--- config.mk ---
export PLATFORM = sky130hd
export DESIGN_NAME = bus_pins
export DESIGN_NICKNAME = d
export VERILOG_FILES = /design/src/hw/bus_pkg.sv /design/src/hw/bus_pins.sv
export SDC_FILE = /design/constraint.sdc
export NUM_CORES = 1
export LEC_CHECK = 0
export ABC_CLOCK_PERIOD_IN_PS = 2510
export BUFFER_PORTS_ARGS = -buffer_cell sky130_fd_sc_hd__buf_2
export CAP_MARGIN = 30
export CORE_MARGIN = 2
export CORE_UTILIZATION = 44
export DETAILED_ROUTE_END_ITERATION = 6
export PLACE_DENSITY = 0.94
export SLEW_MARGIN = 10
export SYNTH_ARGS = -nofsm -noshare
export SYNTH_HDL_FRONTEND = slang
export SYNTH_SLANG_ARGS = --single-unit
export TNS_END_PERCENT = 20
--- constraint.sdc ---
create_clock -name cpu_clock_ne -period 2.51 [get_ports cpu_clock_ne]
set_input_delay 0.502 -clock cpu_clock_ne [delete_from_list [all_inputs] [get_ports cpu_clock_ne]]
set_output_delay 0.502 -clock cpu_clock_ne [all_outputs]
set_load 0.01 [all_outputs]
--- src/hw/bus_pkg.sv ---
// ******************************
// bus_pkg
// widths and sizes of the PET CPU bus
// plus the PHI2 divider constants
// ******************************

package bus_pkg;

    // cpu side of the bus
    localparam int CPU_ADDR_WIDTH = 16;     // 6502 address pins
    localparam int DATA_WIDTH     = 8;      // 6502 data pins

    // 4 KiB of RAM mirrored over the whole 64 KiB map
    localparam int RAM_ADDR_WIDTH = 12;
    localparam int RAM_DEPTH      = 1 << RAM_ADDR_WIDTH;

    // system clocks per PHI2 period
    // phi2 low in the first half and high in the second half
    localparam int PHI2_DIV       = 8;
    localparam int PHI2_HALF      = PHI2_DIV / 2;
    localparam int PHI2_CNT_WIDTH = $clog2(PHI2_DIV);   // phase counter width

endpackage

--- src/hw/bus_pins.sv ---
// ******************************
// bus_pins
// drives address, data and write
// enable onto the bus one system
// cycle after the PHI2 fall, taken
// from the cpu or the host request
// ******************************

module bus_pins (
    input  logic                               cpu_clock_ne,    // system clock
    input  logic                               arst_n_i,
    input  logic                               phi2_fall_i,
    input  logic [bus_pkg::CPU_ADDR_WIDTH-1:0] cpu_addr_i,
    input  logic [bus_pkg::DATA_WIDTH-1:0]     cpu_data_i,
    input  logic                               cpu_we_n_i,      // active low from the cpu
    input  logic                               host_sel_i,
    input  logic                               host_we_i,       // active high from the host
    input  logic [bus_pkg::CPU_ADDR_WIDTH-1:0] req_addr_i,
    input  logic [bus_pkg::DATA_WIDTH-1:0]     req_data_i,
    output logic [bus_pkg::CPU_ADDR_WIDTH-1:0] bus_addr_o,
    output logic [bus_pkg::DATA_WIDTH-1:0]     bus_data_o,
    output logic                               bus_we_n_o
);
    import bus_pkg::*;

    logic                      fall_q;      // fall strobe one cycle late
    logic [CPU_ADDR_WIDTH-1:0] addr_next;
    logic [DATA_WIDTH-1:0]     data_next;
    logic                      we_n_next;

    // source select
    always_comb begin
        if (host_sel_i) begin
            addr_next = req_addr_i;
            data_next = req_data_i;
            we_n_next = !host_we_i;     // host write is active high
        end else begin
            addr_next = cpu_addr_i;
            data_next = cpu_data_i;
            we_n_next = cpu_we_n_i;
        end
    end

    // the 65C02 moves its outputs a little after PHI2 falls
    // one system cycle of delay models that
    always_ff @(posedge cpu_clock_ne or negedge arst_n_i) begin
        if (!arst_n_i) begin
            fall_q     <= 1'b0;
            bus_addr_o <= '0;
            bus_data_o <= '0;
            bus_we_n_o <= 1'b1;         // read cycle after reset
        end else begin
            fall_q <= phi2_fall_i;
            if (fall_q) begin
                bus_addr_o <= addr_next;    // held for the whole bus cycle
                bus_data_o <= data_next;
                bus_we_n_o <= we_n_next;
            end
        end
    end

endmodule

==> impl_metrics.json <==
{
  "crit_slowest_cell": "dfstp_2",
  "status": "finished, final reports clean",
  "critPathArrivalTime_ns": 0.97,
  "antenna_found_initial": 0,
  "path_cells": "buf_2",
  "power_uw": 853,
  "critPathLaunchType": "register",
  "pin_count": 79,
  "relSlewSlack_pct": 53.0,
  "cp_num_buf_inv": 1,
  "grt.total_usage_pct": 17.0,
  "detail-route-antenna-nets": 0,
  "core_area_um2": 2540,
  "area_growth_pct": 31.7,
  "cts_resized": 0,
  "numCtsBuffers": 3,
  "rows": 18,
  "dp_hpwl_um": 1950,
  "wirelength_um": 2520,
  "yosys-top-cells-count": "dfrtp_1 (25), nor2_1 (25), a21oi_1 (24), mux2i_1 (24), buf_2 (4)",
  "cts_sinks": 26,
  "skew_ns": 0.00807,
  "synth_area_um2": 1210,
  "gr-total-overflow": 0,
  "p_leak_uw": 0.000838,
  "antenna_cells": 0,
  "cts_tree": "done",
  "dr.first_iter.drc_count": 24,
  "synth_top_cell_area_share_pct": 51.8,
  "maxCapViolCount": 0,
  "worstPathMaxFanout": 2,
  "tns_ns": 0,
  "clockRootBuffer": "clkbuf_4",
  "synth_top_area_cell": "dfrtp_1",
  "cp_top_family": "flip-flops",
  "cts_setup_buffers": 0,
  "period_share_pct": 58.6,
  "io_buffer_count": 78,
  "fmax_ghz": 0.679,
  "clockBufferDepth": 2,
  "htreeDepth": 1,
  "clkLatencyLatePin_ns": 0.31,
  "drv_slew": 0,
  "cts_hold_buf": 0,
  "worst_slew_pin_slew_ns": 0.705,
  "ir_worst_vdd_uv": 314,
  "cp_slowest_stage_delay_ns": 0.55,
  "ys_seq_area_share_pct": 54.0,
  "hold_path.class": "in2async",
  "drive_gt1_share_pct": 45.4,
  "required_ns": 2.01,
  "hold_violations": 0,
  "vias": 1044,
  "dieArea_um2": 3180,
  "synth_area_per_cell_um2": 10.9,
  "wl_per_cell_um": 11.7,
  "die_width_um": 56.4,
  "synth_fp_nets": 165,
  "start_util_pct": 47.4,
  "fp.dieH_um": 56.4,
  "synth.distinct_cells": 12,
  "synthTopCellsByArea": "dfrtp_1 (52%), mux2i_1 (20%), a21oi_1 (9.9%)",
  "nets": 240,
  "powerDensity_nw_per_um2": 537,
  "grt_max_degree": 43,
  "rsz0062_at_grt": "no",
  "grt_pass1_wl_um": 4230,
  "yosys_warnings": 0,
  "cts.clk_slew.worst_paths_ns": 0.13,
  "routabilityCongestion": 0.752,
  "vias_per_cell": 4.86,
  "synth_edf_count": 0,
  "period_needed_ns": 1.47,
  "ys_ff_latch": 26,
  "synth-main-ff-cell": "dfrtp_1",
  "finalSetupViolations": 0,
  "ys_async_sr_fraction_pct": 100,
  "fillers": 225,
  "drt-pass1-iter-count": 3,
  "setup.worst_path.class": "reg2out",
  "grt_pass1_vias": 954,
  "drc": 0,
  "endpoint_kind": "output pin",
  "synthCells": 111
}
worst paths after layout:
| check | startpoint | endpoint | slack, ns | depth (start not counted) |
|---|---|---|---|---|
| setup / recovery | bus_we_n_o | bus_we_n_o | 1.04 | 1 |
| hold / removal | arst_n_i | bus_addr_o[14] | 0.16 | 1 |
| setup reg to reg | fall_q | bus_addr_o[12] | 1.27 | 3 |
| hold reg to reg | bus_we_n_o | bus_we_n_o | 0.50 | 2 |
| max in group asynchronous | arst_n_i | bus_we_n_o | 1.98 | 1 |
| min in group cpu_clock_ne | phi2_fall_i | fall_q | 0.30 | 1 |
kinds of logic (layout without fill, tap and decap cells):
family,after synthesis,in the layout,share of synthesized area [%]
AND/OR/NAND/NOR,27,27,9.12
flip-flops,26,26,54.0
AO/OA/AOI/OAI,25,25,10.5
multiplexers,24,24,19.9
buffers and inverters,9,83,6.53
power by group:
| part | total [uW] | switching [uW] | internal (uW) | leakage (uW) |
|---|---|---|---|---|
| Sequential | 484 | 21.8 | 463 | 0.000289 |
| Combinational | 194 | 99.3 | 95.1 | 0.000534 |
| Clock | 174 | 113 | 61.9 | 0.0000150 |
flip-flops by register name, indices dropped and copies added (netlist names):
| signal | count |
|---|---|
| bus_data_o | 8 |
| bus_we_n_o | 1 |
| bus_addr_o | 16 |
| fall_q | 1 |
routing by layer:
metal | wire length, um | global-route usage [%] | up-vias | share of wire (%)
met5 | 0 | 0 | - | 0
met3 | 182 | 2.76 | 2 | 7.2
met4 | 27 | 7.14 | 0 | 1.1
met1 | 1010 | 19.5 | 472 | 40
li1 | - | - | 528 | -
met2 | 1300 | 30.9 | 42 | 52
final cells by class:
type	count	area [um^2]	area share [%]
Clock buffer	4	26.3	1.65
Multi-Input combinational cell	76	477	30.0
Sequential cell	26	652	41.0
Tap cell	30	37.5	2.36
Timing Repair Buffer	79	398	25.0
layout by cell type, fill, tap and decap left out:
cell,n
a31oi_1,1
nand2b_2,1
dfrtp_1,25
a21oi_1,24
buf_2,78
clkbuf_1,1
buf_4,1
mux2i_1,24
or2b_1,1
dfstp_2,1
nor2_1,25
clkbuf_4,3
through the flow:
stage | setup WS (ns) | area (um^2) | instances | hold slack (ns) | utilization, %
after floorplan | 1.37 | 1210 | 111 | 0.206 | -
after global placement | 0.931 | 1560 | 211 | 0.482 | 61.5
after detailed placement | 0.915 | 1560 | 211 | 0.479 | 61.5
after CTS | 1.02 | 1590 | 215 | 0.168 | 62.5
after global routing | 0.996 | 1590 | 215 | 0.177 | 62.5
final | 1.04 | 1590 | 215 | 0.161 | 62.5
Note: power is estimated with default switching activity, not from simulation.
