## src/hw/bus_pkg.sv

```systemverilog
// ******************************
// bus_pkg
// widths and sizes of the PET CPU bus
// plus the PHI2 divider constants
// ******************************

package bus_pkg;

    // cpu side of the bus
    localparam int CPU_ADDR_WIDTH = 16;     // 6502 address pins
    localparam int DATA_WIDTH     = 8;      // 6502 data pins

    // 4 KiB of RAM mirrored over the whole 64 KiB map
    localparam int RAM_ADDR_WIDTH = 12;
    localparam int RAM_DEPTH      = 1 << RAM_ADDR_WIDTH;

    // system clocks per PHI2 period
    // phi2 low in the first half and high in the second half
    localparam int PHI2_DIV       = 8;
    localparam int PHI2_HALF      = PHI2_DIV / 2;
    localparam int PHI2_CNT_WIDTH = $clog2(PHI2_DIV);   // phase counter width

endpackage

```

## src/hw/host_pkg.sv

```systemverilog
// ******************************
// host_pkg
// host command opcodes and the
// bus arbiter state encoding
// ******************************

package host_pkg;

    // commands on host_op_i, sampled with host_strobe_i
    typedef enum logic [2:0] {
        OP_NOP   = 3'd0,    // strobe does nothing
        OP_READ  = 3'd1,    // steal one bus cycle and read a byte
        OP_WRITE = 3'd2,    // steal one bus cycle and write a byte
        OP_HOLD  = 3'd3,    // park the cpu with RDY low
        OP_RUN   = 3'd4     // let the cpu go again
    } host_op_e;

    // arbiter FSM
    typedef enum logic [1:0] {
        ARB_IDLE    = 2'd0, // no host access outstanding
        ARB_PENDING = 2'd1, // request latched, waiting for the phi2 fall
        ARB_STEAL   = 2'd2  // bus cycle belongs to the host
    } arb_state_e;

endpackage

```

## src/hw/bus_arbiter.sv

```systemverilog
// ******************************
// bus_arbiter
// takes host commands and steals or
// holds cpu bus cycles through RDY
// returns the byte read in a stolen
// cycle along with a done pulse
// ******************************

module bus_arbiter (
    input  logic                            cpu_clock_ne,   // system clock
    input  logic                            arst_n_i,
    input  logic                            phi2_fall_i,    // bus cycle boundary
    input  logic                            host_strobe_i,
    input  host_pkg::host_op_e              host_op_i,
    input  logic [bus_pkg::CPU_ADDR_WIDTH-1:0] host_addr_i,
    input  logic [bus_pkg::DATA_WIDTH-1:0]     host_data_i,
    input  logic [bus_pkg::DATA_WIDTH-1:0]     ram_rdata_i,
    output logic                            host_sel_o,     // host owns this bus cycle
    output logic                            host_we_o,      // host cycle is a write
    output logic [bus_pkg::CPU_ADDR_WIDTH-1:0] req_addr_o,
    output logic [bus_pkg::DATA_WIDTH-1:0]     req_data_o,
    output logic                            cpu_ready_o,    // 6502 RDY
    output logic                            host_busy_o,
    output logic                            host_done_o,
    output logic [bus_pkg::DATA_WIDTH-1:0]     host_rdata_o
);
    import host_pkg::*;

    arb_state_e state_q;
    arb_state_e state_next;

    logic accept;           // strobe taken while not busy
    logic accept_rw;        // accepted strobe is a read or write
    logic steal_end;        // fall that closes the stolen cycle
    logic hold_req_q;       // last HOLD/RUN command
    logic hold_next;
    logic hold_q;           // hold as seen by the cpu, moves at falls only

    assign accept    = host_strobe_i && (state_q == ARB_IDLE);
    assign steal_end = (state_q == ARB_STEAL) && phi2_fall_i;

    // command decode
    always_comb begin
        accept_rw = 1'b0;
        hold_next = hold_req_q;
        if (accept) begin
            case (host_op_i)
                OP_READ, OP_WRITE: accept_rw = 1'b1;
                OP_HOLD:           hold_next = 1'b1;
                OP_RUN:            hold_next = 1'b0;
                default:           hold_next = hold_req_q;  // nop
            endcase
        end
    end

    // a request landing on a fall claims the cycle that fall opens
    always_comb begin
        state_next = state_q;
        case (state_q)
            ARB_IDLE: begin
                if (accept_rw) begin
                    state_next = phi2_fall_i ? ARB_STEAL : ARB_PENDING;
                end
            end
            ARB_PENDING: begin
                if (phi2_fall_i) begin
                    state_next = ARB_STEAL;
                end
            end
            ARB_STEAL: begin
                if (phi2_fall_i) begin
                    state_next = ARB_IDLE;      // ram has committed, data collected
                end
            end
            default: state_next = ARB_IDLE;
        endcase
    end

    always_ff @(posedge cpu_clock_ne or negedge arst_n_i) begin
        if (!arst_n_i) begin
            state_q     <= ARB_IDLE;
            hold_req_q  <= 1'b0;
            hold_q      <= 1'b0;
            host_done_o <= 1'b0;
        end else begin
            state_q     <= state_next;
            hold_req_q  <= hold_next;
            host_done_o <= steal_end;           // pulse right after the closing fall
            if (phi2_fall_i) begin
                hold_q <= hold_next;
            end
        end
    end

    // request and read data registers
    always_ff @(posedge cpu_clock_ne) begin
        if (accept_rw) begin
            req_addr_o <= host_addr_i;
            req_data_o <= host_data_i;
            host_we_o  <= (host_op_i == OP_WRITE);
        end
        if (steal_end) begin
            host_rdata_o <= ram_rdata_i;        // read of the stolen cycle
        end
    end

    assign host_sel_o  = (state_q == ARB_STEAL);
    assign host_busy_o = (state_q != ARB_IDLE);
    assign cpu_ready_o = !(host_sel_o || hold_q);  // both only move at falls

endmodule

```

## config.mk

```make
export PLATFORM = sky130hd
export DESIGN_NAME = bus_arbiter
export DESIGN_NICKNAME = d
export VERILOG_FILES = /design/src/hw/bus_pkg.sv /design/src/hw/host_pkg.sv /design/src/hw/bus_arbiter.sv
export SDC_FILE = /design/constraint.sdc
export NUM_CORES = 1
export LEC_CHECK = 0
export ABC_AREA = 0
export BUFFER_PORTS_ARGS = -buffer_cell sky130_fd_sc_hd__buf_2
export CAP_MARGIN = 10
export CORE_ASPECT_RATIO = 0.9
export CORE_MARGIN = 2
export CORE_UTILIZATION = 41
export CTS_CLUSTER_DIAMETER = 50
export DETAILED_ROUTE_END_ITERATION = 8
export GPL_ROUTABILITY_DRIVEN = 0
export PLACE_DENSITY_LB_ADDON = 0.08
export SETUP_SLACK_MARGIN = 0.4
export SYNTH_ARGS = -nofsm -noshare
export SYNTH_HDL_FRONTEND = slang
export SYNTH_SLANG_ARGS = --single-unit
```

## constraint.sdc

```tcl
create_clock -name cpu_clock_ne -period 4.7 [get_ports cpu_clock_ne]
set_input_delay 0.94 -clock cpu_clock_ne [delete_from_list [all_inputs] [get_ports cpu_clock_ne]]
set_output_delay 0.94 -clock cpu_clock_ne [all_outputs]
set_load 0.01 [all_outputs]
```

==> metrics.md <==
| Metric | Value |
|---|---|
| Status | `finished, final reports clean` |
| Initial Utilization | `44.2%` |
| Max FO, Critical Path | `4` |
| Global Route met3 Usage | `between 7 and 8%` |
| Final hold slack | `between 400 and 500 ps` |
| Clock tree from TritonCTS | `yes` |
| Crit-path slowest cell | `dfrtp_1` |
| Cells on worst reg2reg path | `3` |
| Synth warn | `0` |
| WP data arrival | `~1200 ps` |
| Avg Cell Area, Syn | `between 20 and 25 sq um` |
| Final setup viols | `0` |
| Worst path buffer plus inverter count | `1` |
| Final Hold Viols | `0` |
| Slowest stage delay, CP | `around 420 ps` |
| CTS buffer count | `5` |
| Psw | `between 100 and 150 uW` |
| Mapped Cells | `between 50 and 60` |
| Port bufs | `75` |
| Hold WC Path Type | `in2async` |
| Slew headroom | `71.3%` |
| Layout Skew | `around 6 ps` |
| Synth cell types | `17` |
| Detailed-route via count | `800` |
| Std cell rows | `18` |
| Critical path class | `reg2out` |
| Critical path launch point type | `flip-flop` |
| Vias in the first global route | `between 700 and 800` |
| Initial antenna violation count | `0` |
| DRC viols | `0` |
| Share of layout cells above drive strength 1 | `between 60% and 70%` |
| Pint | `between 500 and 600 uW` |
| Clock tree buffer depth | `2` |
| I/O Pins | `76` |
| Final HPWL DP | `~1700 microns` |
| Post-CTS setup buffer count | `0` |
| Max cap viols | `0` |
| Max Slew Vio Count | `0` |
| Die width | `between 60 and 70 microns` |
| Crit end category | `primary output` |
| Met2 global-route usage | `around 20%` |
| GRT Max-Usage Layer | `met2` |
| Layout area overhead | `41.5%` |
| Layout Nets | `181` |
| ANT nets after route | `0` |
| WL final | `2230 microns` |
| Root Driver | `clkbuf_4` |
| Largest net degree at the start of global routing | `26` |
| Syn_nets | `98` |
| Slew of the pin with the lowest slew margin | `around 420 ps` |
| Drt first pass iters | `3` |
| Cell Pwr Density | `roughly 380 nW/um^2` |
| Met1 Usage GRT | `between 10% and 20%` |
| Vias per inst | `approximately 4.4` |
| FF-to-FF Start | `state_q[0]$_DFFE_PN0P_` |
| Cts repair resizes | `0` |
| Die Height | `about 56 microns` |
| Logic pwr share | `approximately a tenth` |
| CP Launch Point | `state_q[1]$_DFFE_PN0P_` |
| Final Cycle Share | `approximately 45%` |
| Core area | `2820 sq um` |
| Ant diodes | `0` |
| CP top delay family | `flip-flops` |
| GRT Total Usage | `13.4%` |
| Die area | `between 3000 and 4000 sq um` |
| Final setup TNS | `0 ps` |
| Net Sw Frac | `20.8%` |
| #FFs+latches synth | `38` |
| Critical path required time | `about 3800 ps` |
| Fmax | `approximately 470 MHz` |
| Static leakage | `0.000768 uW` |
| Reg2reg setup slack | `3160 ps` |
| Register share of total power | `roughly three fifths` |
| Reg-to-reg endpoint | `req_data_o[7]$_DFFE_PP_` |
| H-Tree Depth | `2` |
| CP cell instances | `and2b_2, nor2_1, buf_2` |
| CTS Sinks | `38` |
| VDD IR max | `194 uV` |
| Mapped Area | `1240 sq um` |
| Wire per inst | `12.2 microns` |
| Initial drt markers | `16` |
| Global route total overflow | `0` |
| Latest clock arrival within the worst-skew pair | `330 ps` |
| Clock-pin slew on the worst setup and hold paths | `100 ps` |
| Fin crit period | `between 2000 and 2500 ps` |
| Sequential share of the synthesized area | `about nine tenths` |
| First-pass GRT wire length | `roughly 3200 microns` |
| Clk pwr share | `a little under a third` |
| Cts hold-fix bufs | `0` |
| RSZ-0062 raised after global routing | `false` |
==> cell families (layout without fill, tap and decap cells) <==
kind of cell,after synthesis,in the layout,share of synthesized area [%]
compound gates,4,4,2.52
simple gates,13,13,6.14
xor+xnor,1,1,0.704
flops,38,38,89.7
buf+inv,3,87,0.905
==> metal layers <==
metal | vias to the layer above | wire, microns
met5 | - | 0
met4 | 0 | 28
met3 | 4 | 234
met2 | 44 | 1130
met1 | 361 | 832
li1 | 391 | -
==> placed cells by master, fill, tap and decap left out, drive strengths merged <==
| cell | instances |
|---|---|
| and2b | 1 |
| or4 | 1 |
| edfxtp | 33 |
| bufinv | 1 |
| o41ai | 1 |
| nor3b | 1 |
| clkbuf | 5 |
| or2 | 1 |
| nor3 | 1 |
| clkinv | 2 |
| dfrtp | 5 |
| a31oi | 1 |
| xnor2 | 1 |
| buf | 76 |
| nand2 | 4 |
| nor2 | 2 |
| o31ai | 1 |
| and2 | 1 |
| nor4 | 1 |
| inv | 3 |
| o31a | 1 |
==> registers in the layout, indices dropped and copies added (netlist names) <==
register / flops
host_done_o: 1
req_data_o: 8
hold_req_q: 1
state_q: 2
host_we_o: 1
host_rdata_o: 8
hold_q: 1
req_addr_o: 16
==> area by class of cell <==
| type | instances | area (sq um) |
|---|---|---|
| fillers | 228 | 1050 |
| clock inverters | 3 | 40.0 |
| inverters | 3 | 11.3 |
| well taps | 40 | 50.0 |
| repair buffers | 76 | 383 |
| flip-flops and latches | 38 | 1120 |
| clock buffers | 5 | 37.5 |
| multi-input cells | 18 | 123 |
==> worst max path at each step <==
stage	to	depth (start not counted)
detailed placement	req_data_o[4]$_DFFE_PP_	4
finish	cpu_ready_o	3
floorplan	host_we_o$_DFFE_PP_	2
global route	cpu_ready_o	3
global placement	req_data_o[5]$_DFFE_PP_	4
CTS	cpu_ready_o	3
==> synthesized netlist by cell type <==
cell / count / area share (%)
a31oi_1: 1 / 0.50
and2_1: 1 / 0.50
and2b_2: 1 / 0.70
dfrtp_1: 5 / 10
edfxtp_1: 33 / 80
inv_1: 3 / 0.91
nand2_1: 4 / 1.2
nor2_1: 2 / 0.60
nor3_1: 1 / 0.40
nor3b_1: 1 / 0.60
nor4_1: 1 / 0.50
o31a_1: 1 / 0.70
o31ai_1: 1 / 0.60
o41ai_1: 1 / 0.70
or2_4: 1 / 0.70
or4_4: 1 / 0.91
xnor2_1: 1 / 0.70
==> per-stage QoR <==
step	utilization, %	area [sq um]	power, uW	setup slack, ps	cells
after detailed placement	59.8	1680	467	2640	175
after CTS	62.5	1760	675	2550	183
after global routing	62.5	1760	699	2450	183
after global placement	59.8	1680	465	2690	175
after floorplan	-	1240	430	726	59
final	62.5	1760	666	2580	183
==> power groups by stage <==
stage / sequential (uW) / clock [uW] / combinational (uW)
final: 393 / 208 / 64.9
after global routing: 395 / 231 / 71.8
after CTS: 394 / 215 / 66.3
after detailed placement: 401 / 0 / 66.4
after global placement: 401 / 0 / 64.3
after floorplan: 407 / 0 / 22.4
Note: power is estimated with default switching activity, not from simulation.
